File: config.mk
export PLATFORM = sky130hd
export DESIGN_NAME = sdram_request_mux
export DESIGN_NICKNAME = d
export VERILOG_FILES = /design/src/source/cpc_support_pkg.sv /design/src/source/sdram_request_mux.sv
export SDC_FILE = /design/constraint.sdc
export NUM_CORES = 1
export LEC_CHECK = 0
export ABC_CLOCK_PERIOD_IN_PS = 1450
export BUFFER_PORTS_ARGS = -buffer_cell sky130_fd_sc_hd__buf_2
export CORE_ASPECT_RATIO = 0.75
export CORE_MARGIN = 2
export CORE_UTILIZATION = 28
export DETAILED_ROUTE_END_ITERATION = 16
export PLACE_DENSITY = 0.95
export RECOVER_POWER = 100
export SLEW_MARGIN = 20
export SYNTH_ARGS = -nofsm -noshare
export SYNTH_HDL_FRONTEND = slang
export SYNTH_SLANG_ARGS = --single-unit
File: constraint.sdc
create_clock -name vclk -period 1.45
set_input_delay 0.0725 -clock vclk [all_inputs]
set_output_delay 0.0725 -clock vclk [all_outputs]
set_load 0.01 [all_outputs]
File: src/source/cpc_support_pkg.sv
// Download indexes, fixed ROM pages, MF2 addresses and ports, mode enum, bus structs, address union
`default_nettype none

package cpc_support_pkg;

	//////////////////////////////////////////////////////////////////////
	// Download stream
	localparam logic [7:0] DL_IDX_ROM = 8'd0;  // Standard ROM image
	localparam logic [7:0] DL_IDX_EXT = 8'd3;  // Expansion ROM, page from extension

	// Fixed 9-bit pages, bit 8 is the high-ROM half
	localparam logic [8:0] PAGE_OS        = 9'h000;
	localparam logic [8:0] PAGE_BASIC     = 9'h100;
	localparam logic [8:0] PAGE_AMSDOS    = 9'h107;
	localparam logic [8:0] PAGE_MF2       = 9'h0FF;
	localparam logic [8:0] PAGE_BAD_EXT   = 9'h1EE; // Unused page for broken names
	localparam logic [8:0] PAGE_COMBO_END = 9'h1FF;

	//////////////////////////////////////////////////////////////////////
	// Multiface Two
	localparam logic [15:0] MF2_NMI_VECTOR = 16'h0066;
	localparam logic [15:0] MF2_HIDE_ADDR  = 16'h0065;
	localparam logic [13:0] MF2_PAGE_PORT  = 14'b11111110111010; // FEE8 / FEEA
	localparam logic [2:0]  MF2_ROM_WIN    = 3'b000;             // 0000-1FFF
	localparam logic [2:0]  MF2_RAM_WIN    = 3'b001;             // 2000-3FFF

	// Upper port bytes that get shadowed
	localparam logic [7:0] PORT_GA        = 8'h7F;
	localparam logic [7:0] PORT_CRTC_SEL  = 8'hBC;
	localparam logic [7:0] PORT_CRTC_DATA = 8'hBD;
	localparam logic [7:0] PORT_PPI       = 8'hF7;
	localparam logic [7:0] PORT_ROM_SEL   = 8'hDF;

	// Shadow copies inside the 8 KB RAM
	localparam logic [12:0] SHADOW_PEN       = 13'h1FCF;
	localparam logic [12:0] SHADOW_BORDER    = 13'h1FDF;
	localparam logic [12:0] SHADOW_MODE      = 13'h1FEF;
	localparam logic [12:0] SHADOW_BANK      = 13'h1FFF;
	localparam logic [12:0] SHADOW_CRTC_SEL  = 13'h1CFF;
	localparam logic [12:0] SHADOW_PPI       = 13'h17FF;
	localparam logic [12:0] SHADOW_ROM_SEL   = 13'h1AAC;
	localparam logic [8:0]  SHADOW_PEN_BASE  = 9'h1F9;  // + pen number
	localparam logic [8:0]  SHADOW_CRTC_BASE = 9'h1DB;  // + CRTC register

	typedef enum logic [1:0] {
		MF2_ENABLED  = 2'd0,
		MF2_HIDDEN   = 2'd1,
		MF2_DISABLED = 2'd2
	} mf2_mode_t;

	//////////////////////////////////////////////////////////////////////
	// Memory address, flat or as ROM page
	typedef struct packed {
		logic        hi;      // Second 4 MB, high ROMs
		logic [7:0]  page;
		logic [13:0] offset;
	} rom_loc_t;

	typedef union packed {
		logic [22:0] flat;
		rom_loc_t    rom;
	} mem_addr_u;

	typedef struct packed {
		logic        wr;
		logic [24:0] addr;
		logic [7:0]  data;
		logic        download;
		logic [7:0]  index;
		logic [15:0] ext;     // Last two extension characters
	} dl_bus_t;

	typedef struct packed {
		logic [15:0] addr;
		logic [7:0]  dout;
		logic        m1;
		logic        mem_rd;
		logic        mem_wr;
		logic        io_wr;
		logic [22:0] ram_a;
	} cpu_bus_t;

	typedef struct packed {
		logic       oe;
		logic       we;
		mem_addr_u  addr;
		logic [1:0] bank;
		logic [7:0] din;
	} mem_req_t;

	typedef struct packed {
		logic       we;
		mem_addr_u  addr;
		logic [1:0] bank;
		logic [7:0] din;
	} boot_req_t;

endpackage

`default_nettype wire
File: src/source/sdram_request_mux.sv
// Memory request select between loader and CPU with the MF2 overlay
`timescale 1ns/100ps
`default_nettype none

module sdram_request_mux import cpc_support_pkg::*; (
	input  wire            loading,
	input  wire boot_req_t boot_req,
	input  wire cpu_bus_t  cpu,
	input  wire            model,
	input  wire            mf2_en,
	output mem_req_t       mem_req
);

	logic rom_win;
	logic ram_win;

	assign rom_win = mf2_en & (cpu.addr[15:13] == MF2_ROM_WIN);
	assign ram_win = mf2_en & (cpu.addr[15:13] == MF2_RAM_WIN);

	always_comb begin
		if (loading) begin
			mem_req.oe   = 1'b0;           // Loader only writes
			mem_req.we   = boot_req.we;
			mem_req.addr = boot_req.addr;
			mem_req.bank = boot_req.bank;
			mem_req.din  = boot_req.din;
		end else begin
			mem_req.oe   = cpu.mem_rd & ~ram_win;            // Cartridge RAM answers
			mem_req.we   = cpu.mem_wr & ~ram_win & ~rom_win;
			mem_req.bank = {1'b0, model};
			mem_req.din  = cpu.dout;

			// Cartridge ROM sits in its own page
			if (rom_win) begin
				{mem_req.addr.rom.hi, mem_req.addr.rom.page} = PAGE_MF2;
				mem_req.addr.rom.offset = cpu.addr[13:0];
			end else begin
				mem_req.addr.flat = cpu.ram_a;
			end
		end
	end

endmodule

`default_nettype wire

# After elaboration in Yosys (flattened, before gate mapping)
# Cells that the tools add are included.
[totals]
ff_bits = 0
out_inout_bits = 35
wordCells = 11
[op_classes]
eq_ne = 1
muxes = 2
bitwise_logic = 7
reduce_logical = 1
[ops]
columns = ["cell", "n"]
rows = [
  ["$mux W35", 1],
  ["$mux W23", 1],
  ["$and A1 B1 Y1", 5],
  ["$eq A3 B1 Y1 const B", 1],
  ["$logic_not A3 Y1", 1],
  ["$not A1 Y1", 2],
]

# Longest topological paths before layout
[logic_depth]
depth_word = 6
depth_mapped = 4

# Worst setup path after synthesis
# No wires, ideal clock.
[synth_timing]
kind = "input -> output"
start = "input cpu[49] (netlist name)"
end = "output mem_req[13] (netlist name)"
t_arrival_ns = 0.988
t_required_ns = 1.378
path_slack_ns = 0.390
stages = 4
path_cell_list = "nor4b_4 -> buf_8 -> mux2i_1 -> o21ai_1"
[synth_rtl]
columns = ["element", "line_no", "rtl"]
rows = [
  ["from (decl)", "sdram_request_mux.sv:8", "input wire cpu_bus_t cpu,"],
  ["to (decl)", "sdram_request_mux.sv:11", "output mem_req_t mem_req"],
]

==> results.yml <==
worst_setup_path:
  cp_top_family: "buffers and inverters"
  max_stage_delay_ns: 0.34
  slowest_stage: "nor4b_4"
  arrival_ns: 1.20
  path_max_fanout: 11
  crit_type: "in -> out"
  critPathBufInv: 3
  required_ns: 1.38
  path_cells: "buf_2 > nor4b_4 > buf_4 > mux2i_1 > o21ai_0 > clkbuf_1"
  critPathCaptureType: "primary output"
  cp-start-kind: "primary input"
synth:
  yosysTopAreaCell: "mux2i_1"
  yosysWarnings: 0
  synth_mux_area_frac: 0.384
  synth_compound_area_frac: 0.226
  synthXorXnorAreaFrac: 0
  synthesis.area_per_instance_um2: 6.35
  syn_nets: 183
  ys_types: 16
  netlist_instances: 95
  synth-seq-area-share: 0
  synthSimpleGateAreaFrac: 0.272
  synth_top_family_by_area: "multiplexers"
  syn_area_um2: 603
  synthAdderAreaFrac: 0
  synth_top_area_share: 0.216
  synth_area_leaders: "mux2i_1 22%, nand2_1 21%, mux2_2 17%"
drt:
  first_pass_iters: 2
  wire_per_inst_um: 9.44
  wirelength_met1_um: 886
  wl_um: 2230
  wl_met3_um: 236
  route.detailed.drc: 0
  drt-initial-drc-count: 17
  drtAntennaViolNets: 0
  top_signal_layer_used: "met3"
  vias: 1043
  via_per_inst: 4.42
  met2_length_um: 1100
clocking:
  cts_setup_buffers: 0
  cts-resized-gates: 0
  postCtsHoldBufs: 0
sta:
  maxSlewViolCount: 0
  min_period_over_period: 0.878
  slew_headroom: 0.762
  setup_ws_ns: 0.177
  rsz0062_at_grt: "no"
  hold_viol_final: 0
  fin_crit_ns: 1.27
  max_freq_mhz: 786
  tns_ns: 0
  tightest_slew_ns: 0.358
  setup_viol: 0
  hold_slack_ns: 0.420
layout:
  seq_area_um2: 0
  area_delta_synth_final_pct: 95.0
  nFlopsAndLatches: 0
  layout_common_cells: "91 x buf_2, 34 x nand2_1, 29 x clkbuf_1"
  final_common_cell: "buf_2"
  nFillCells: 210
  clkbuf_count: 0
  layout.nets: 302
  layout-drive-gt1-share: 0.505
  antenna-diode-count: 0
pwr:
  power.density_nw_per_um2: 286
  power.leakage_nw: 0.632
  ir_worst_vdd_uv: 187
placed_design:
  port_buffers: 121
  place_ws_ns: 0.161
  hpwlAfterDp_um: 1980
  gp_congestion: 0.747
die:
  start_util: 0.299
  coreArea_um2: 2010
  die_h_um: 44.2
  io_pins: 123
  die_w_um: 57.6
  dieArea_um2: 2540
  num_rows: 14
run:
  max_cap_violations: 0
global_routing:
  grt_pass1_wl_um: 3390
  track_usage: 0.157
  grt_max_degree: 20
  overflow: 0
  grt_pass1_vias: 859
  antenna_found_initial: 0
status:
  status: "finished, final reports clean"
hold_path:
  min_path_type: "in -> out"
-- stage by stage --
step | power (mW) | util | instance area, µm² | cells
after floorplan | 0.168 | - | 603 | 95
after global placement | 0.348 | 0.604 | 1220 | 236
after detailed placement | 0.357 | 0.604 | 1220 | 236
after CTS | 0.358 | 0.604 | 1220 | 236
after global routing | 0.373 | 0.584 | 1180 | 236
final | 0.337 | 0.584 | 1180 | 236
-- synthesized netlist by cell type, drive strengths merged --
cell type	number
clkbuf	2
o21ai	25
and2	1
o311a	1
nor4b	1
nand2b	1
buf	6
inv	2
mux2	9
nand2	34
mux2i	13
-- path summary, 6_finish.rpt --
check | from | to | slack (ns) | depth (start not counted)
worst max-delay path | cpu[49] | mem_req[10] | 0.18 | 6
worst min-delay path | boot_req[28] | mem_req[28] | 0.42 | 4
-- final cells by class --
cell class	count	area (µm²)	share of cell area
inverter	2	7.51	0.00638
multi-input combinational	85	532	0.452
tap	24	30.0	0.0255
timing repair buffer	125	607	0.516
-- kinds of logic after synthesis --
group,after synthesis
simple gates,37
compound gates,26
mux,22
buf+inv,10
-- where the power goes --
part / switching (mW) / internal (mW) / total [mW]
combinational: 0.162 / 0.175 / 0.337
clock: 0 / 0 / 0
sequential: 0 / 0 / 0
total: 0.162 / 0.175 / 0.337
-- metal layers --
| metal | GRT usage | up-vias |
|---|---|---|
| met5 | 0 | - |
| met4 | 0.00930 | 0 |
| met3 | 0.0175 | 0 |
| met2 | 0.300 | 52 |
| met1 | 0.200 | 428 |
| li1 | - | 563 |
Note: power is estimated with default switching activity, not from simulation.
