$ cat config.mk
export PLATFORM = sky130hd
export DESIGN_NAME = mf2_shadow_map
export DESIGN_NICKNAME = d
export VERILOG_FILES = /design/src/source/cpc_support_pkg.sv /design/src/source/mf2_shadow_map.sv
export SDC_FILE = /design/constraint.sdc
export NUM_CORES = 1
export LEC_CHECK = 0
export BUFFER_PORTS_ARGS = -buffer_cell sky130_fd_sc_hd__buf_2
export CAP_MARGIN = 20
export CORE_ASPECT_RATIO = 1.25
export CORE_MARGIN = 3
export CORE_UTILIZATION = 39
export DETAILED_ROUTE_END_ITERATION = 10
export PLACE_DENSITY = 0.83
export REMOVE_ABC_BUFFERS = 1
export SYNTH_ARGS = -nofsm -noshare
export SYNTH_HDL_FRONTEND = slang
export SYNTH_SLANG_ARGS = --single-unit
$ cat constraint.sdc
create_clock -name clk_sys -period 2.2 [get_ports clk_sys]
set_clock_uncertainty 0.05 [all_clocks]
set_input_delay 0.22 -clock clk_sys [delete_from_list [all_inputs] [get_ports clk_sys]]
set_output_delay 0.22 -clock clk_sys [all_outputs]
set_load 0.05 [all_outputs]
$ cat src/source/cpc_support_pkg.sv
// Download indexes, fixed ROM pages, MF2 addresses and ports, mode enum, bus structs, address union
`default_nettype none

package cpc_support_pkg;

	//////////////////////////////////////////////////////////////////////
	// Download stream
	localparam logic [7:0] DL_IDX_ROM = 8'd0;  // Standard ROM image
	localparam logic [7:0] DL_IDX_EXT = 8'd3;  // Expansion ROM, page from extension

	// Fixed 9-bit pages, bit 8 is the high-ROM half
	localparam logic [8:0] PAGE_OS        = 9'h000;
	localparam logic [8:0] PAGE_BASIC     = 9'h100;
	localparam logic [8:0] PAGE_AMSDOS    = 9'h107;
	localparam logic [8:0] PAGE_MF2       = 9'h0FF;
	localparam logic [8:0] PAGE_BAD_EXT   = 9'h1EE; // Unused page for broken names
	localparam logic [8:0] PAGE_COMBO_END = 9'h1FF;

	//////////////////////////////////////////////////////////////////////
	// Multiface Two
	localparam logic [15:0] MF2_NMI_VECTOR = 16'h0066;
	localparam logic [15:0] MF2_HIDE_ADDR  = 16'h0065;
	localparam logic [13:0] MF2_PAGE_PORT  = 14'b11111110111010; // FEE8 / FEEA
	localparam logic [2:0]  MF2_ROM_WIN    = 3'b000;             // 0000-1FFF
	localparam logic [2:0]  MF2_RAM_WIN    = 3'b001;             // 2000-3FFF

	// Upper port bytes that get shadowed
	localparam logic [7:0] PORT_GA        = 8'h7F;
	localparam logic [7:0] PORT_CRTC_SEL  = 8'hBC;
	localparam logic [7:0] PORT_CRTC_DATA = 8'hBD;
	localparam logic [7:0] PORT_PPI       = 8'hF7;
	localparam logic [7:0] PORT_ROM_SEL   = 8'hDF;

	// Shadow copies inside the 8 KB RAM
	localparam logic [12:0] SHADOW_PEN       = 13'h1FCF;
	localparam logic [12:0] SHADOW_BORDER    = 13'h1FDF;
	localparam logic [12:0] SHADOW_MODE      = 13'h1FEF;
	localparam logic [12:0] SHADOW_BANK      = 13'h1FFF;
	localparam logic [12:0] SHADOW_CRTC_SEL  = 13'h1CFF;
	localparam logic [12:0] SHADOW_PPI       = 13'h17FF;
	localparam logic [12:0] SHADOW_ROM_SEL   = 13'h1AAC;
	localparam logic [8:0]  SHADOW_PEN_BASE  = 9'h1F9;  // + pen number
	localparam logic [8:0]  SHADOW_CRTC_BASE = 9'h1DB;  // + CRTC register

	typedef enum logic [1:0] {
		MF2_ENABLED  = 2'd0,
		MF2_HIDDEN   = 2'd1,
		MF2_DISABLED = 2'd2
	} mf2_mode_t;

	//////////////////////////////////////////////////////////////////////
	// Memory address, flat or as ROM page
	typedef struct packed {
		logic        hi;      // Second 4 MB, high ROMs
		logic [7:0]  page;
		logic [13:0] offset;
	} rom_loc_t;

	typedef union packed {
		logic [22:0] flat;
		rom_loc_t    rom;
	} mem_addr_u;

	typedef struct packed {
		logic        wr;
		logic [24:0] addr;
		logic [7:0]  data;
		logic        download;
		logic [7:0]  index;
		logic [15:0] ext;     // Last two extension characters
	} dl_bus_t;

	typedef struct packed {
		logic [15:0] addr;
		logic [7:0]  dout;
		logic        m1;
		logic        mem_rd;
		logic        mem_wr;
		logic        io_wr;
		logic [22:0] ram_a;
	} cpu_bus_t;

	typedef struct packed {
		logic       oe;
		logic       we;
		mem_addr_u  addr;
		logic [1:0] bank;
		logic [7:0] din;
	} mem_req_t;

	typedef struct packed {
		logic       we;
		mem_addr_u  addr;
		logic [1:0] bank;
		logic [7:0] din;
	} boot_req_t;

endpackage

`default_nettype wire
$ cat src/source/mf2_shadow_map.sv
// I/O write decoder to MF2 shadow addresses with pen and CRTC index latches
`timescale 1ns/100ps
`default_nettype none

module mf2_shadow_map import cpc_support_pkg::*; (
	input  wire           clk_sys,
	input  wire           reset,
	input  wire cpu_bus_t cpu,
	output logic          store,
	output logic [12:0]   store_addr
);

	logic       old_io_wr;
	logic [4:0] pen_index;    // Bit 4 selects border
	logic [3:0] crtc_index;
	logic [7:0] port_hi;

	assign port_hi = cpu.addr[15:8];

	always_comb begin
		case (port_hi)
			PORT_GA: begin
				case (cpu.dout[7:6])  // Gate array function
					2'b00: store_addr = SHADOW_PEN;
					2'b01: store_addr = pen_index[4] ? SHADOW_BORDER :
						{SHADOW_PEN_BASE, pen_index[3:0]};
					2'b10: store_addr = SHADOW_MODE;
					default: store_addr = SHADOW_BANK;
				endcase
			end
			PORT_CRTC_SEL:  store_addr = SHADOW_CRTC_SEL;
			PORT_CRTC_DATA: store_addr = {SHADOW_CRTC_BASE, crtc_index};
			PORT_PPI:       store_addr = SHADOW_PPI;
			PORT_ROM_SEL:   store_addr = SHADOW_ROM_SEL;
			default:        store_addr = '0;  // Not shadowed
		endcase
	end

	// One pulse per port write
	assign store = cpu.io_wr & ~old_io_wr & (|store_addr);

	always_ff @(posedge clk_sys) begin
		old_io_wr <= cpu.io_wr;
	end

	//////////////////////////////////////////////////////////////////////
	// Index latches for the indirect slots
	always_ff @(posedge clk_sys) begin
		if (reset) begin
			pen_index  <= '0;
			crtc_index <= '0;
		end else if (store) begin
			if (port_hi == PORT_GA && cpu.dout[7:6] == 2'b00)
				pen_index <= cpu.dout[4:0];
			if (port_hi == PORT_CRTC_SEL)
				crtc_index <= cpu.dout[3:0];
		end
	end

endmodule

`default_nettype wire

# Word-level counts from Yosys, hierarchy flattened

Index checks and enable logic that the tools add are counted.

Register bits after elaboration: 10
Bits of input ports: 53
Logic and storage cells: 21

Eq/ne operators: 7
Muxes and demuxes: 3
Bitwise gates (word level): 3
Reduce and logical (&&, ||, !) cells: 5

Operators with widths:

| operator                                                        | count |
|---|---|
| 13-bit one-hot mux with 5 select lines                          | 1 |
| 8-bit == test, second input constant                            | 4 |
| 7-bit one-hot mux with 3 select lines                           | 1 |
| 13-bit OR reduction                                             | 1 |
| 8-bit by 7-bit == test with 1-bit output, second input constant | 1 |
| 7-bit 2-to-1 mux                                                | 1 |
| 2-bit AND reduction                                             | 2 |
| 1-bit bitwise AND                                               | 2 |
| 2-bit by 1-bit == test with 1-bit output, second input constant | 1 |
| 2-bit == test, second input constant                            | 1 |
| 2-bit logical NOT                                               | 1 |
| 1-bit logical AND                                               | 1 |
| 1-bit inverter                                                  | 1 |

# Logic depth before layout (Yosys ltp)

Depth after elaboration: 6
Gate-level depth with buffers: 6

# Worst setup path before layout

OpenSTA, ideal clock, no wires.

Path type: input-to-output
From: input port cpu[47] in the netlist's numbering
To: output port store_addr[0]
Arrival: 2.166 ns
Setup slack: -0.236 ns
Cell stages on the path: 4
Buffers on the path: 1
Cell sequence: buf_2 -> nand2_1 -> o41ai_2 -> a221o_1

Word-level cells in the longest chain between the ends: 2

Ends and longest elaborated chain:

| item                                                                      | line                 | text |
|---|---|---|
| start: declaration                                                        | mf2_shadow_map.sv:8  | `input wire cpu_bus_t cpu,` |
| 8-bit == test or 8-bit by 7-bit == test with 1-bit output (tied branches) | mf2_shadow_map.sv:21 | `case (port_hi)` |
| 13-bit one-hot mux with 5 select lines (*)                                | mf2_shadow_map.sv:21 |  |
| end: declaration                                                          | mf2_shadow_map.sv:10 | `output logic [12:0] store_addr` |

Every way passes the cells marked *; elsewhere a longest branch is shown, timed or not.

# Worst setup path in the final report

From: register pen_index[4]
To: output port store_addr[1]

Word-level cells in the longest chain between the ends: 3

Ends and longest elaborated chain:

| item                                   | line                 | text |
|---|---|---|
| start: declaration                     | mf2_shadow_map.sv:14 | `logic [4:0] pen_index;` |
| start signal: assignment               | mf2_shadow_map.sv:54 | `pen_index <= cpu.dout[4:0];` |
| 7-bit 2-to-1 mux                       | mf2_shadow_map.sv:25 | `2'b01: store_addr = pen_index[4] ? SHADOW_BORDER :` |
| 7-bit one-hot mux with 3 select lines  | mf2_shadow_map.sv:23 | `case (cpu.dout[7:6])` |
| 13-bit one-hot mux with 5 select lines | mf2_shadow_map.sv:21 |  |

No other way between the ends.

==> impl_metrics.toml <==
[run_status]
status = "complete, no violations"

[sta]
holdWs_ns = 0.0288
fmax_mhz = 518
slew_viol_final = 0
tightest_slew_ns = 0.540
rsz0062_at_grt = "false"
hold_viol_final = 0
setup_viol_count_final = 0
fin_crit_sh_pct = 87.7
finalWorstSetupSlack_ns = 0.270
relSlewSlack_pct = 63.6
finalCriticalPeriod_ns = 1.93

[cells_and_area]
num-nets-final = 164
drive_gt1_share_pct = 38.5
final_common_cell = "buf_2"
final_cell_area_um2 = 893
antenna_cells = 0
final_cell_mix = "31 x buf_2, 11 x nor2_1, 10 x mux2i_1, 10 x dfxtp_1"
final_core_util_pct = 50.0
area_growth_pct = 19.6

[logic_synthesis]
syn_area_per_cell_um2 = 9.11
ys.flop_type = "dfxtp_1"
yosysWarnings = 0
async_reset_ff_share_pct = 0
yosys.area_share.simple_pct = 31.7
synth_seq_area_share_pct = 26.8
postSynthCellCount = 82
synthXorXnorAreaFrac_pct = 2.35
synth_area_um2 = 747
synth_fa_ha_area_share_pct = 0
synth_compound_area_share_pct = 18.4
muxShareOfSynthArea_pct = 13.4
synth_top_family_by_area = "simple AND/OR/NAND/NOR gates"
synth-seq-cells = 10
ys_types = 37
synth_edf_count = 0

[place]
hpwlAfterDp_um = 1490
port-buffer-count = 31
place_ws_ns = 0.410
gp_congestion = 0.878
place_area_um2 = 871

[clocking]
cts_tree = "done"
cts_resized = 0
cts_buffers = 3
htreeDepth = 1
clockBufferDepth = 2
path_clk_slew_ns = 0.06
hold_buffers = 0
clock_sinks = 10
cts_setup_buffers = 0
clk_latency_ns = 0.25
root_buffer = "clkbuf_4"

[floorplanning]
ios = 67
core.rowCount = 17
die_area_um2 = 2480
core_area_um2 = 1790
die_width_um = 45.1
start_util_pct = 41.8
die_h_um = 54.9

[detailed_routing]
routedWlPerCell_um = 14.3
wl_um = 1830
antenna_left = 0
drtPass1Iterations = 4
via_count = 746
routed_via_density = 5.83
drtIter0Drc = 7
drc = 0

[critical_path]
crit_family = "compound AO/OA/AOI/OAI gates"
start_kind = "flop"
cpMaxStageDelayCell = "nor3b_1"
critPathKind = "reg -> out"
crit_arrival_ns = 1.66
max_stage_delay_ns = 0.43
required_ns = 1.93
cp_max_fo = 3
path_cells = "nor3b_1, o41ai_2, a221o_1, buf_2"
cp_num_buf_inv = 1
worstSetupEndpointType = "output pin"

[grt]
antenna_found_initial = 0
track_usage_pct = 16.0
grt_max_degree = 10
grt_pass1_wl_um = 2930
overflow = 0
grt_pass1_vias = 697

[power]
power.density_nw_per_um2 = 414
power_leakage_nw = 0.443
irDropWorstVdd_uv = 236
total_power_mw = 0.370

[job]
maxCapViolCount = 0

[worst_hold_path]
min_path_type = "in -> reg"
## sequential cells by signal, summed over array words and instances, names as in the netlist
signal / count
pen_index: 5
crtc_index: 4
old_io_wr: 1
## cells in the mapped netlist (2+ instances only)
library cell,number,share of area (%)
nor2_1,11,5.5
dfxtp_1,10,27
mux2i_1,10,13
a221o_1,4,5.4
nand2_1,4,2.0
buf_6,3,4.5
nor3b_1,3,3.0
and3_1,2,1.7
and4b_1,2,2.7
buf_2,2,1.3
nand2b_1,2,1.7
nand3_1,2,1.3
nand4b_1,2,2.3
o21a_1,2,2.0
## worst reg2reg max path: stages (launching register included)
cell and delay, ns:
dfxtp_1 0.30, nor2b_1 0.22, and4b_1 0.43, mux2i_1 0.26, nor2_1 0.06
## per-layer routing
layer / vias to the layer above / track usage, % / wire, um
li1: 364 / - / -
met1: 351 / 17.2 / 729
met2: 29 / 30.0 / 960
met3: 2 / 0.971 / 125
met4: 0 / 10.2 / 16
met5: - / 0 / 0
## cells by family after synthesis
group / count (synthesis)
simple gates: 38
compound gates: 15
mux: 10
flops: 10
buf+inv: 7
xor+xnor: 2
## area by class of cell
cell class | count | area (um2)
clock buffers | 3 | 22.5
repair buffers | 31 | 155
fillers | 184 | 893
flip-flops and latches | 10 | 200
well taps | 19 | 23.8
multi-input cells | 65 | 492
## final timing paths
kind / startpoint / end / slack (ns) / cells after the start
worst max-delay path: pen_index[4] / store_addr[1] / 0.27 / 4
worst min register to register: pen_index[2] / pen_index[2] / 0.44 / 2
worst min-delay path: cpu[23] / old_io_wr / 0.03 / 1
worst max register to register: old_io_wr / pen_index[4] / 0.77 / 4
## where the power goes
group          internal, mW  total (mW)  switching, mW  leakage (nW)
registers             0.182       0.182       0.000258        0.0809
clock network        0.0626       0.115         0.0522        0.0138
logic                0.0258      0.0728         0.0470         0.348
total                 0.271       0.370         0.0995         0.443
## per-stage QoR
step / cells / setup TNS (ns)
after global placement: 125 / 0
after global routing: 128 / 0
after CTS: 128 / 0
after detailed placement: 125 / 0
final: 128 / 0
after floorplan: 75 / -0.283
Note: power is estimated with default switching activity, not from simulation.
