## src/source/cpc_support_pkg.sv

```systemverilog
// Download indexes, fixed ROM pages, MF2 addresses and ports, mode enum, bus structs, address union
`default_nettype none

package cpc_support_pkg;

	//////////////////////////////////////////////////////////////////////
	// Download stream
	localparam logic [7:0] DL_IDX_ROM = 8'd0;  // Standard ROM image
	localparam logic [7:0] DL_IDX_EXT = 8'd3;  // Expansion ROM, page from extension

	// Fixed 9-bit pages, bit 8 is the high-ROM half
	localparam logic [8:0] PAGE_OS        = 9'h000;
	localparam logic [8:0] PAGE_BASIC     = 9'h100;
	localparam logic [8:0] PAGE_AMSDOS    = 9'h107;
	localparam logic [8:0] PAGE_MF2       = 9'h0FF;
	localparam logic [8:0] PAGE_BAD_EXT   = 9'h1EE; // Unused page for broken names
	localparam logic [8:0] PAGE_COMBO_END = 9'h1FF;

	//////////////////////////////////////////////////////////////////////
	// Multiface Two
	localparam logic [15:0] MF2_NMI_VECTOR = 16'h0066;
	localparam logic [15:0] MF2_HIDE_ADDR  = 16'h0065;
	localparam logic [13:0] MF2_PAGE_PORT  = 14'b11111110111010; // FEE8 / FEEA
	localparam logic [2:0]  MF2_ROM_WIN    = 3'b000;             // 0000-1FFF
	localparam logic [2:0]  MF2_RAM_WIN    = 3'b001;             // 2000-3FFF

	// Upper port bytes that get shadowed
	localparam logic [7:0] PORT_GA        = 8'h7F;
	localparam logic [7:0] PORT_CRTC_SEL  = 8'hBC;
	localparam logic [7:0] PORT_CRTC_DATA = 8'hBD;
	localparam logic [7:0] PORT_PPI       = 8'hF7;
	localparam logic [7:0] PORT_ROM_SEL   = 8'hDF;

	// Shadow copies inside the 8 KB RAM
	localparam logic [12:0] SHADOW_PEN       = 13'h1FCF;
	localparam logic [12:0] SHADOW_BORDER    = 13'h1FDF;
	localparam logic [12:0] SHADOW_MODE      = 13'h1FEF;
	localparam logic [12:0] SHADOW_BANK      = 13'h1FFF;
	localparam logic [12:0] SHADOW_CRTC_SEL  = 13'h1CFF;
	localparam logic [12:0] SHADOW_PPI       = 13'h17FF;
	localparam logic [12:0] SHADOW_ROM_SEL   = 13'h1AAC;
	localparam logic [8:0]  SHADOW_PEN_BASE  = 9'h1F9;  // + pen number
	localparam logic [8:0]  SHADOW_CRTC_BASE = 9'h1DB;  // + CRTC register

	typedef enum logic [1:0] {
		MF2_ENABLED  = 2'd0,
		MF2_HIDDEN   = 2'd1,
		MF2_DISABLED = 2'd2
	} mf2_mode_t;

	//////////////////////////////////////////////////////////////////////
	// Memory address, flat or as ROM page
	typedef struct packed {
		logic        hi;      // Second 4 MB, high ROMs
		logic [7:0]  page;
		logic [13:0] offset;
	} rom_loc_t;

	typedef union packed {
		logic [22:0] flat;
		rom_loc_t    rom;
	} mem_addr_u;

	typedef struct packed {
		logic        wr;
		logic [24:0] addr;
		logic [7:0]  data;
		logic        download;
		logic [7:0]  index;
		logic [15:0] ext;     // Last two extension characters
	} dl_bus_t;

	typedef struct packed {
		logic [15:0] addr;
		logic [7:0]  dout;
		logic        m1;
		logic        mem_rd;
		logic        mem_wr;
		logic        io_wr;
		logic [22:0] ram_a;
	} cpu_bus_t;

	typedef struct packed {
		logic       oe;
		logic       we;
		mem_addr_u  addr;
		logic [1:0] bank;
		logic [7:0] din;
	} mem_req_t;

	typedef struct packed {
		logic       we;
		mem_addr_u  addr;
		logic [1:0] bank;
		logic [7:0] din;
	} boot_req_t;

endpackage

`default_nettype wire
```

## src/source/boot_loader.sv

```systemverilog
// ROM download decoder with expansion page select, ROM map and model latch
`timescale 1ns/100ps
`default_nettype none

module boot_loader import cpc_support_pkg::*; (
	input  wire          clk_sys,
	input  wire          reset,
	input  wire dl_bus_t dl,
	input  wire          cfg_cpc664,
	output boot_req_t    boot_req,
	output logic         loading,
	output logic         model,
	output logic [255:0] rom_map
);

	logic        rom_dl;
	logic        ext_dl;
	logic        old_wr;
	logic        old_download;
	logic        wr_fall;
	logic        dl_rise;
	logic        combo;      // "Z0" load, second chunk moves on
	logic        chunk_ok;
	logic [10:0] chunk;
	logic [7:0]  ext_hi;
	logic [7:0]  ext_lo;
	logic [8:0]  page;
	logic [8:0]  ext_page;

	assign rom_dl  = dl.download & (dl.index == DL_IDX_ROM);
	assign ext_dl  = dl.download & (dl.index == DL_IDX_EXT);
	assign loading = reset | rom_dl | ext_dl;
	assign chunk   = dl.addr[24:14];
	assign ext_hi  = dl.ext[15:8];
	assign ext_lo  = dl.ext[7:0];
	assign wr_fall = (rom_dl | ext_dl) & old_wr & ~dl.wr;
	assign dl_rise = ext_dl & ~old_download & dl.download;

	// Hex characters to page, anything else keeps the bad page bits
	always_comb begin
		ext_page = PAGE_BAD_EXT;
		if (ext_hi >= "0" && ext_hi <= "9") ext_page[7:4] = ext_hi[3:0];
		else if (ext_hi >= "A" && ext_hi <= "F") ext_page[7:4] = ext_hi[3:0] + 4'd9;
		if (ext_lo >= "0" && ext_lo <= "9") ext_page[3:0] = ext_lo[3:0];
		else if (ext_lo >= "A" && ext_lo <= "F") ext_page[3:0] = ext_lo[3:0] + 4'd9;
		if (dl.ext == "ZZ" || dl.ext == "Z0") ext_page = '0;
	end

	//////////////////////////////////////////////////////////////////////
	// Write request
	always_comb begin
		boot_req.din             = dl.data;
		boot_req.bank            = '0;
		boot_req.addr.flat       = '1;
		boot_req.addr.rom.offset = dl.addr[13:0];
		chunk_ok                 = 1'b1;

		if (ext_dl) begin
			boot_req.addr.rom.hi   = page[8];
			boot_req.addr.rom.page = page[7:0] + dl.addr[21:14];
			boot_req.bank          = {1'b0, model};
		end else begin
			case (chunk)
				11'd0, 11'd4: {boot_req.addr.rom.hi, boot_req.addr.rom.page} = PAGE_OS;
				11'd1, 11'd5: {boot_req.addr.rom.hi, boot_req.addr.rom.page} = PAGE_BASIC;
				11'd2, 11'd6: {boot_req.addr.rom.hi, boot_req.addr.rom.page} = PAGE_AMSDOS;
				11'd3, 11'd7: {boot_req.addr.rom.hi, boot_req.addr.rom.page} = PAGE_MF2;
				default: chunk_ok = 1'b0;                 // Past the last image
			endcase
			boot_req.bank = {1'b0, chunk_ok & chunk[2]};  // 664 set in bank 1
		end

		boot_req.we = (rom_dl | ext_dl) & dl.wr & chunk_ok;
	end

	//////////////////////////////////////////////////////////////////////
	// Page register, combination and ROM map
	always_ff @(posedge clk_sys) begin
		old_wr       <= dl.wr;
		old_download <= dl.download;

		if (reset) begin
			page    <= '0;
			combo   <= 1'b0;
			rom_map <= '0;
		end else begin
			if (wr_fall & chunk_ok) begin
				if (boot_req.addr.rom.hi) rom_map[boot_req.addr.rom.page] <= 1'b1;
				if (combo && &boot_req.addr.rom.offset) begin // End of first 16 KB
					combo <= 1'b0;
					page  <= PAGE_COMBO_END;
				end
			end
			if (dl_rise) begin
				page  <= ext_page;
				combo <= (dl.ext == "Z0");
			end
		end
	end

	always_ff @(posedge clk_sys) begin
		if (reset) model <= cfg_cpc664;
	end

endmodule

`default_nettype wire

```

## config.mk

```make
export PLATFORM = sky130hd
export DESIGN_NAME = boot_loader
export DESIGN_NICKNAME = d
export VERILOG_FILES = /design/src/source/cpc_support_pkg.sv /design/src/source/boot_loader.sv
export SDC_FILE = /design/constraint.sdc
export NUM_CORES = 1
export LEC_CHECK = 0
export ABC_AREA = 0
export BUFFER_PORTS_ARGS = -buffer_cell sky130_fd_sc_hd__buf_2
export CAP_MARGIN = 20
export CORE_ASPECT_RATIO = 1.5
export CORE_MARGIN = 2
export CORE_UTILIZATION = 34
export DETAILED_ROUTE_END_ITERATION = 16
export SKIP_CTS_REPAIR_TIMING = 1
export SLEW_MARGIN = 20
export SYNTH_ARGS = -nofsm -noshare
export SYNTH_HDL_FRONTEND = slang
export SYNTH_SLANG_ARGS = --single-unit
```

## constraint.sdc

```tcl
create_clock -name clk_sys -period 5.8 [get_ports clk_sys]
set_input_delay 0.29 -clock clk_sys [delete_from_list [all_inputs] [get_ports clk_sys]]
set_output_delay 0.29 -clock clk_sys [all_outputs]
set_load 0.02 [all_outputs]
```

## Word-level counts from Yosys, hierarchy flattened

Index checks and enable logic that the tools add are counted.

| operators by class | value |
|---|---|
| $add $sub $neg | 3 |
| $lt $le $gt $ge | 10 |
| eq/ne operators | 10 |
| mux-type cells | 19 |
| bitwise operators | 16 |
| reduce and logical (&&, ||, !) cells | 19 |

Operators by type and width:

| operator | count |
|---|---|
| bitwise OR 256 bit | 1 |
| 2-to-1 mux 9 bit | 5 |
| equality test 11 x 3 -> 1 bit (second input constant) | 4 |
| case mux 9 bit (4 select lines) | 1 |
| equality test 16 x 15 -> 1 bit (second input constant) | 2 |
| equality test 11 x 2 -> 1 bit (second input constant) | 2 |
| greater-or-equal comparator 8 x 6 -> 1 bit (second input constant) | 2 |
| greater-or-equal comparator 8 x 7 -> 1 bit (second input constant) | 2 |
| less-or-equal comparator 8 x 6 -> 1 bit (second input constant) | 2 |
| less-or-equal comparator 8 x 7 -> 1 bit (second input constant) | 2 |
| 2-to-1 mux 4 bit | 4 |
| AND reduction 14 bit | 1 |
| equality test 11 x 1 -> 1 bit (second input constant) | 1 |
| logical NOT 11 bit | 1 |
| bitwise AND 1 bit | 10 |
| < comparator 8 x 9 -> 1 bit (second input constant) | 1 |
| adder 4 bit (second input constant) | 2 |
| adder 8 bit | 1 |
| demux 1 bit (select 8 bit) | 1 |
| equality test 8 x 2 -> 1 bit (second input constant) | 1 |
| greater-or-equal comparator 8 x 1 -> 1 bit (second input constant) | 1 |
| logical NOT 8 bit | 1 |
| 2-to-1 mux 1 bit | 8 |
| OR reduction 2 bit | 4 |
| 7 further kinds | 17 |

| storage, ports and cells | value |
|---|---|
| flip-flop bits (word level) | 269 |
| bits of input ports | 62 |
| output and inout port bits | 292 |

## Logic depth before layout (Yosys ltp)

| logic depth | value |
|---|---|
| depth in word-level cells | 9 |
| depth in mapped cells | 11 |
| mapped depth without buffers | 9 |

## Least setup slack after synthesis

No wires, ideal clock.

| timing | value |
|---|---|
| path kind | input to register |
| from | input dl[47] (netlist name) |
| to | register rom_map[123] |
| arrival time | 2636 ps |
| slack | 3099 ps |
| stages on the path | 11 |
| path through | ha_1 fa_1 a21o_1 a21oi_1 xor2_1 or4_1 buf_2 nor4bb_1 buf_2 a21oi_1 nor2_1 |

| on the way | value |
|---|---|
| longest elaborated chain between the ends | 9 |

RTL lines:

| item | RTL line | text |
|---|---|---|
| start, declared | boot_loader.sv:8 | `input wire dl_bus_t dl,` |
| equality test 11 x 2 -> 1 bit (tied with other cells) | boot_loader.sv:63 | `case (chunk)` |
| OR reduction 2 bit | boot_loader.sv:63 |  |
| case mux 9 bit (4 select lines) | boot_loader.sv:63 |  |
| 2-to-1 mux 9 bit | boot_loader.sv:58 | `if (ext_dl) begin` |
| < comparator 8 x 9 -> 1 bit (implied by the code) / greater-or-equal comparator 8 x 1 -> 1 bit (equally long branches) | boot_loader.sv:88 | `if (boot_req.addr.rom.hi) rom_map[boot_req.addr.rom.page] <= 1'b1;` |
| logical AND 1 bit (implied by the code) | boot_loader.sv:88 |  |
| 2-to-1 mux 1 bit (implied by the code) | boot_loader.sv:88 |  |
| demux 1 bit (select 8 bit) | boot_loader.sv:88 |  |
| bitwise OR 256 bit (no line) | -- |  |
| end signal, assigned | boot_loader.sv:85 | `rom_map <= '0;` |
| end signal, assigned by index | boot_loader.sv:88 |  |
| end, declared | boot_loader.sv:13 | `output logic [255:0] rom_map` |

Several ways; a longest one is shown, not always the timed one. The select of a mux whose other input is x is not followed.
A chain may end at the register's enable or synchronous reset.

## Final worst setup path

| timing | value |
|---|---|
| from | register page[1] |
| to | register rom_map[118] |

| on the way | value |
|---|---|
| longest elaborated chain between the ends | 7 |

RTL lines:

| item | RTL line | text |
|---|---|---|
| start, declared | boot_loader.sv:27 | `logic [8:0] page;` |
| start signal, assigned | boot_loader.sv:95 | `page <= ext_page;` |
| adder 8 bit (*) | boot_loader.sv:60 | `boot_req.addr.rom.page = page[7:0] + dl.addr[21:14];` |
| 2-to-1 mux 9 bit (*) | boot_loader.sv:58 |  |
| < comparator 8 x 9 -> 1 bit (implied by the code) / greater-or-equal comparator 8 x 1 -> 1 bit (equally long branches) | boot_loader.sv:88 |  |
| logical AND 1 bit (implied by the code) | boot_loader.sv:88 |  |
| 2-to-1 mux 1 bit (implied by the code) | boot_loader.sv:88 |  |
| demux 1 bit (select 8 bit) (*) | boot_loader.sv:88 |  |
| bitwise OR 256 bit (no line) (*) | -- |  |

Every way passes the cells marked *; elsewhere a longest branch is shown, timed or not.

==> impl_metrics.toml <==
[status]
outcome = "complete, no violations"

[synthesis]
ys_seq_area_frac = 0.511
syn_avg_cell_area_sq_um = 8.88
synth_mux_area_frac = 0.00190
yosys.area_share.xor_xnor = 0.00498
post_synth_num_cell_types = 72
synth_nets = 1266
synthAdderAreaFrac = 0.0197
synth-seq-cells = 269
synth_top_family_by_area = "compound AO/OA/AOI/OAI gates"
yosysWarnings = 0
synth-simple-area-share = 0.148
synth.area.top_cells = "dfxtp_1 51%, nor2_1 6.3%, a31oi_1 5.7%"
synth_compound_area_frac = 0.211
async_reset_ff_frac = 0
postSynthCellCount = 1188
synth.top_cell.area_share = 0.508
synth_ff_type = "dfxtp_1"
synth_area_sq_um = 10600
synth_area_leader_cell = "dfxtp_1"
synth-edff-count = 1

[critical_path]
max_stage_delay_ns = 0.88
crit_buf_inv = 1
cp_cell_sequence = "ha_1, a21o_1, a211oi_1, nor3_1, nor2_1, inv_2, nor2_2, nand2_1, o22ai_1"
worst-path-max-fanout = 13
critPathKind = "reg2reg"
end_kind = "flip-flop"
required_ns = 6.26
cpLargestDelayFamily = "simple AND/OR/NAND/NOR gates"
worstPathArrival_ns = 4.08
cp-start-kind = "flip-flop"
cp_slowest_cell = "nor2_2"

[global_routing]
grt_pass1_vias = 9116
grt_first_pass_wirelength_microns = 54300
track_usage = 0.217
grt_remaining_overflow = 0
grt_max_degree = 99
antenna_found_initial = 0

[clocking]
path_clk_slew_ns = 0.07
cts_inserted_buffers = 26
clockRootBuffer = "clkbuf_16"
cts_max_level = 1
insertion_delay_ns = 0.53
cts.path.max_buffers = 3
cts_tree = "done"
cts.sinks = 269

[floorplan]
fp.dieW_microns = 148
start_util = 0.342
rows = 79
placeableCoreArea_sq_um = 30800
die_h_microns = 220
ios = 354
dieArea_sq_um = 32500

[routing]
drt_pass1_iterations = 7
drt_iter0_drc = 616
routed_via_density = 5.08
drc = 0
vias = 9575
antenna_left = 0
wirelength_microns = 36900
wl_per_cell_microns = 19.6

[final_layout]
drive_gt1_frac = 0.313
multi_input_area_sq_um = 4120
num_antenna_cells = 0
finalCoreUtilization = 0.432
register_area_sq_um = 5400
final_nets = 1536
syn_to_final_growth_pct = 26.1
fillers = 3094
finalNonFillerCells = 1883

[sta]
worstMarginPinSlew_ns = 1.07
tns_ns = 0
slew_viol_final = 0
period_needed_ns = 3.62
hold_violations = 0
setup_violations = 0
post-route-period-util = 0.624
rsz0062_at_grt = "false"
fin_skew_ns = 0.0134
fmax_ghz = 0.276
max-slew-margin-rel = 0.289

[power]
leakagePower_nw = 5.56
powerDensity_nw_per_um2 = 293
peakVddDrop_mv = 0.186

[hold_path]
holdCritPathClass = "in2reg"

[flow_run]
drv_cap = 0

[placement]
place.gp.congestion = 0.883
io_buffers = 336
detailed_place_hpwl_microns = 25500
dp.cells = 1832
## worst reg2reg max path: stages, from the launching register on
cell,delay [ns]
dfxtp_1,0.38
ha_1,0.26
a21o_1,0.18
a211oi_1,0.29
nor3_1,0.14
nor2_1,0.72
inv_2,0.31
nor2_2,0.88
nand2_1,0.20
o22ai_1,0.18
## placed cells by master (no fill, tap or decap), types with 5 or more instances in the layout
master       n
dfxtp_1    268
buf_4       12
nor4_1       5
a21oi_1     49
clkbuf_16   27
nand3_1     10
o22ai_1     89
nor3_1       8
o22ai_2     30
inv_1      128
nor2_2      10
ha_1        15
o21ai_0     11
nand2_1     79
nand4_1     13
bufinv_16    6
a31oi_1     96
buf_2      335
nor2_1     172
## area by class of cell
class / instances / area share
flip-flops and latches: 269 / 0.405
clock inverters: 16 / 0.0192
multi-input cells: 680 / 0.309
inverters: 130 / 0.0367
repair buffers: 351 / 0.136
well taps: 405 / 0.0381
clock buffers: 32 / 0.0552
## synthesized netlist by cell type, types with 3 or more instances
library cell,count
dfxtp_1,268
nor2_1,177
inv_1,128
a31oi_1,96
o22ai_1,89
nand2_1,79
a21oi_1,51
buf_2,41
clkbuf_1,37
o22ai_2,30
buf_4,26
ha_1,15
nand4_1,13
o21ai_0,11
nand3_1,10
nor3_1,9
nor2_2,6
buf_6,5
nor4_1,5
a21o_1,4
and2_1,4
o211ai_1,4
a211oi_1,3
a32o_1,3
nor2b_1,3
o21a_1,3
o31ai_1,3
or4_1,3
xnor2_1,3
xor2_1,3
## state kept, by name, summed over array words and instances, names as in the netlist
register	count
old_wr	1
old_download	1
combo	1
model	1
page	9
rom_map	256
## cells by family after synthesis
kind of cell,after synthesis
AO/OA/AOI/OAI,319
XOR/XNOR,6
adder cells (fa/ha/maj),16
buffers and inverters,239
flip-flops,269
multiplexers,2
other,1
AND/OR/NAND/NOR,336
## power by group
part           switching [W]  total (W)  internal, W
Sequential       0.000000641    0.00185      0.00185
Clock               0.000752    0.00193      0.00118
Combinational      0.0000828   0.000119    0.0000358
Total               0.000835    0.00390      0.00306
## final timing paths
path,cells past startpoint,from,to,slack [ns]
setup reg to reg,9,page[1]$_SDFFE_PP0P_,rom_map[118]$_SDFFE_PP0P_,2.18
hold / removal,3,dl[3],page[3]$_SDFFE_PP0P_,0.07
setup / recovery,9,page[1]$_SDFFE_PP0P_,rom_map[118]$_SDFFE_PP0P_,2.18
hold reg to reg,2,rom_map[217]$_SDFFE_PP0P_,rom_map[217]$_SDFFE_PP0P_,0.46
## per-layer routing
metal | routed length [microns] | share of wire | vias up | global-route usage
li1 | - | - | 4628 | -
met1 | 14100 | 0.38 | 4516 | 0.245
met2 | 18600 | 0.50 | 351 | 0.393
met3 | 2470 | 0.067 | 80 | 0.0445
met4 | 1680 | 0.045 | 0 | 0.0962
met5 | 0 | 0 | - | 0
## through the flow
stage          hold WS, ns  area [sq um]  power [W]  worst slack [ns]
2_1_floorplan        0.318         10600    0.00197              3.10
3_3_place_gp         0.442         12300    0.00201              2.15
3_5_place_dp         0.448         12300    0.00201              2.10
4_1_cts             -0.106         13300    0.00394              2.16
5_1_grt             0.0890         13300    0.00402              1.89
6_report            0.0673         13300    0.00390              2.18
No activity file was read; power rests on OpenSTA's default activity.
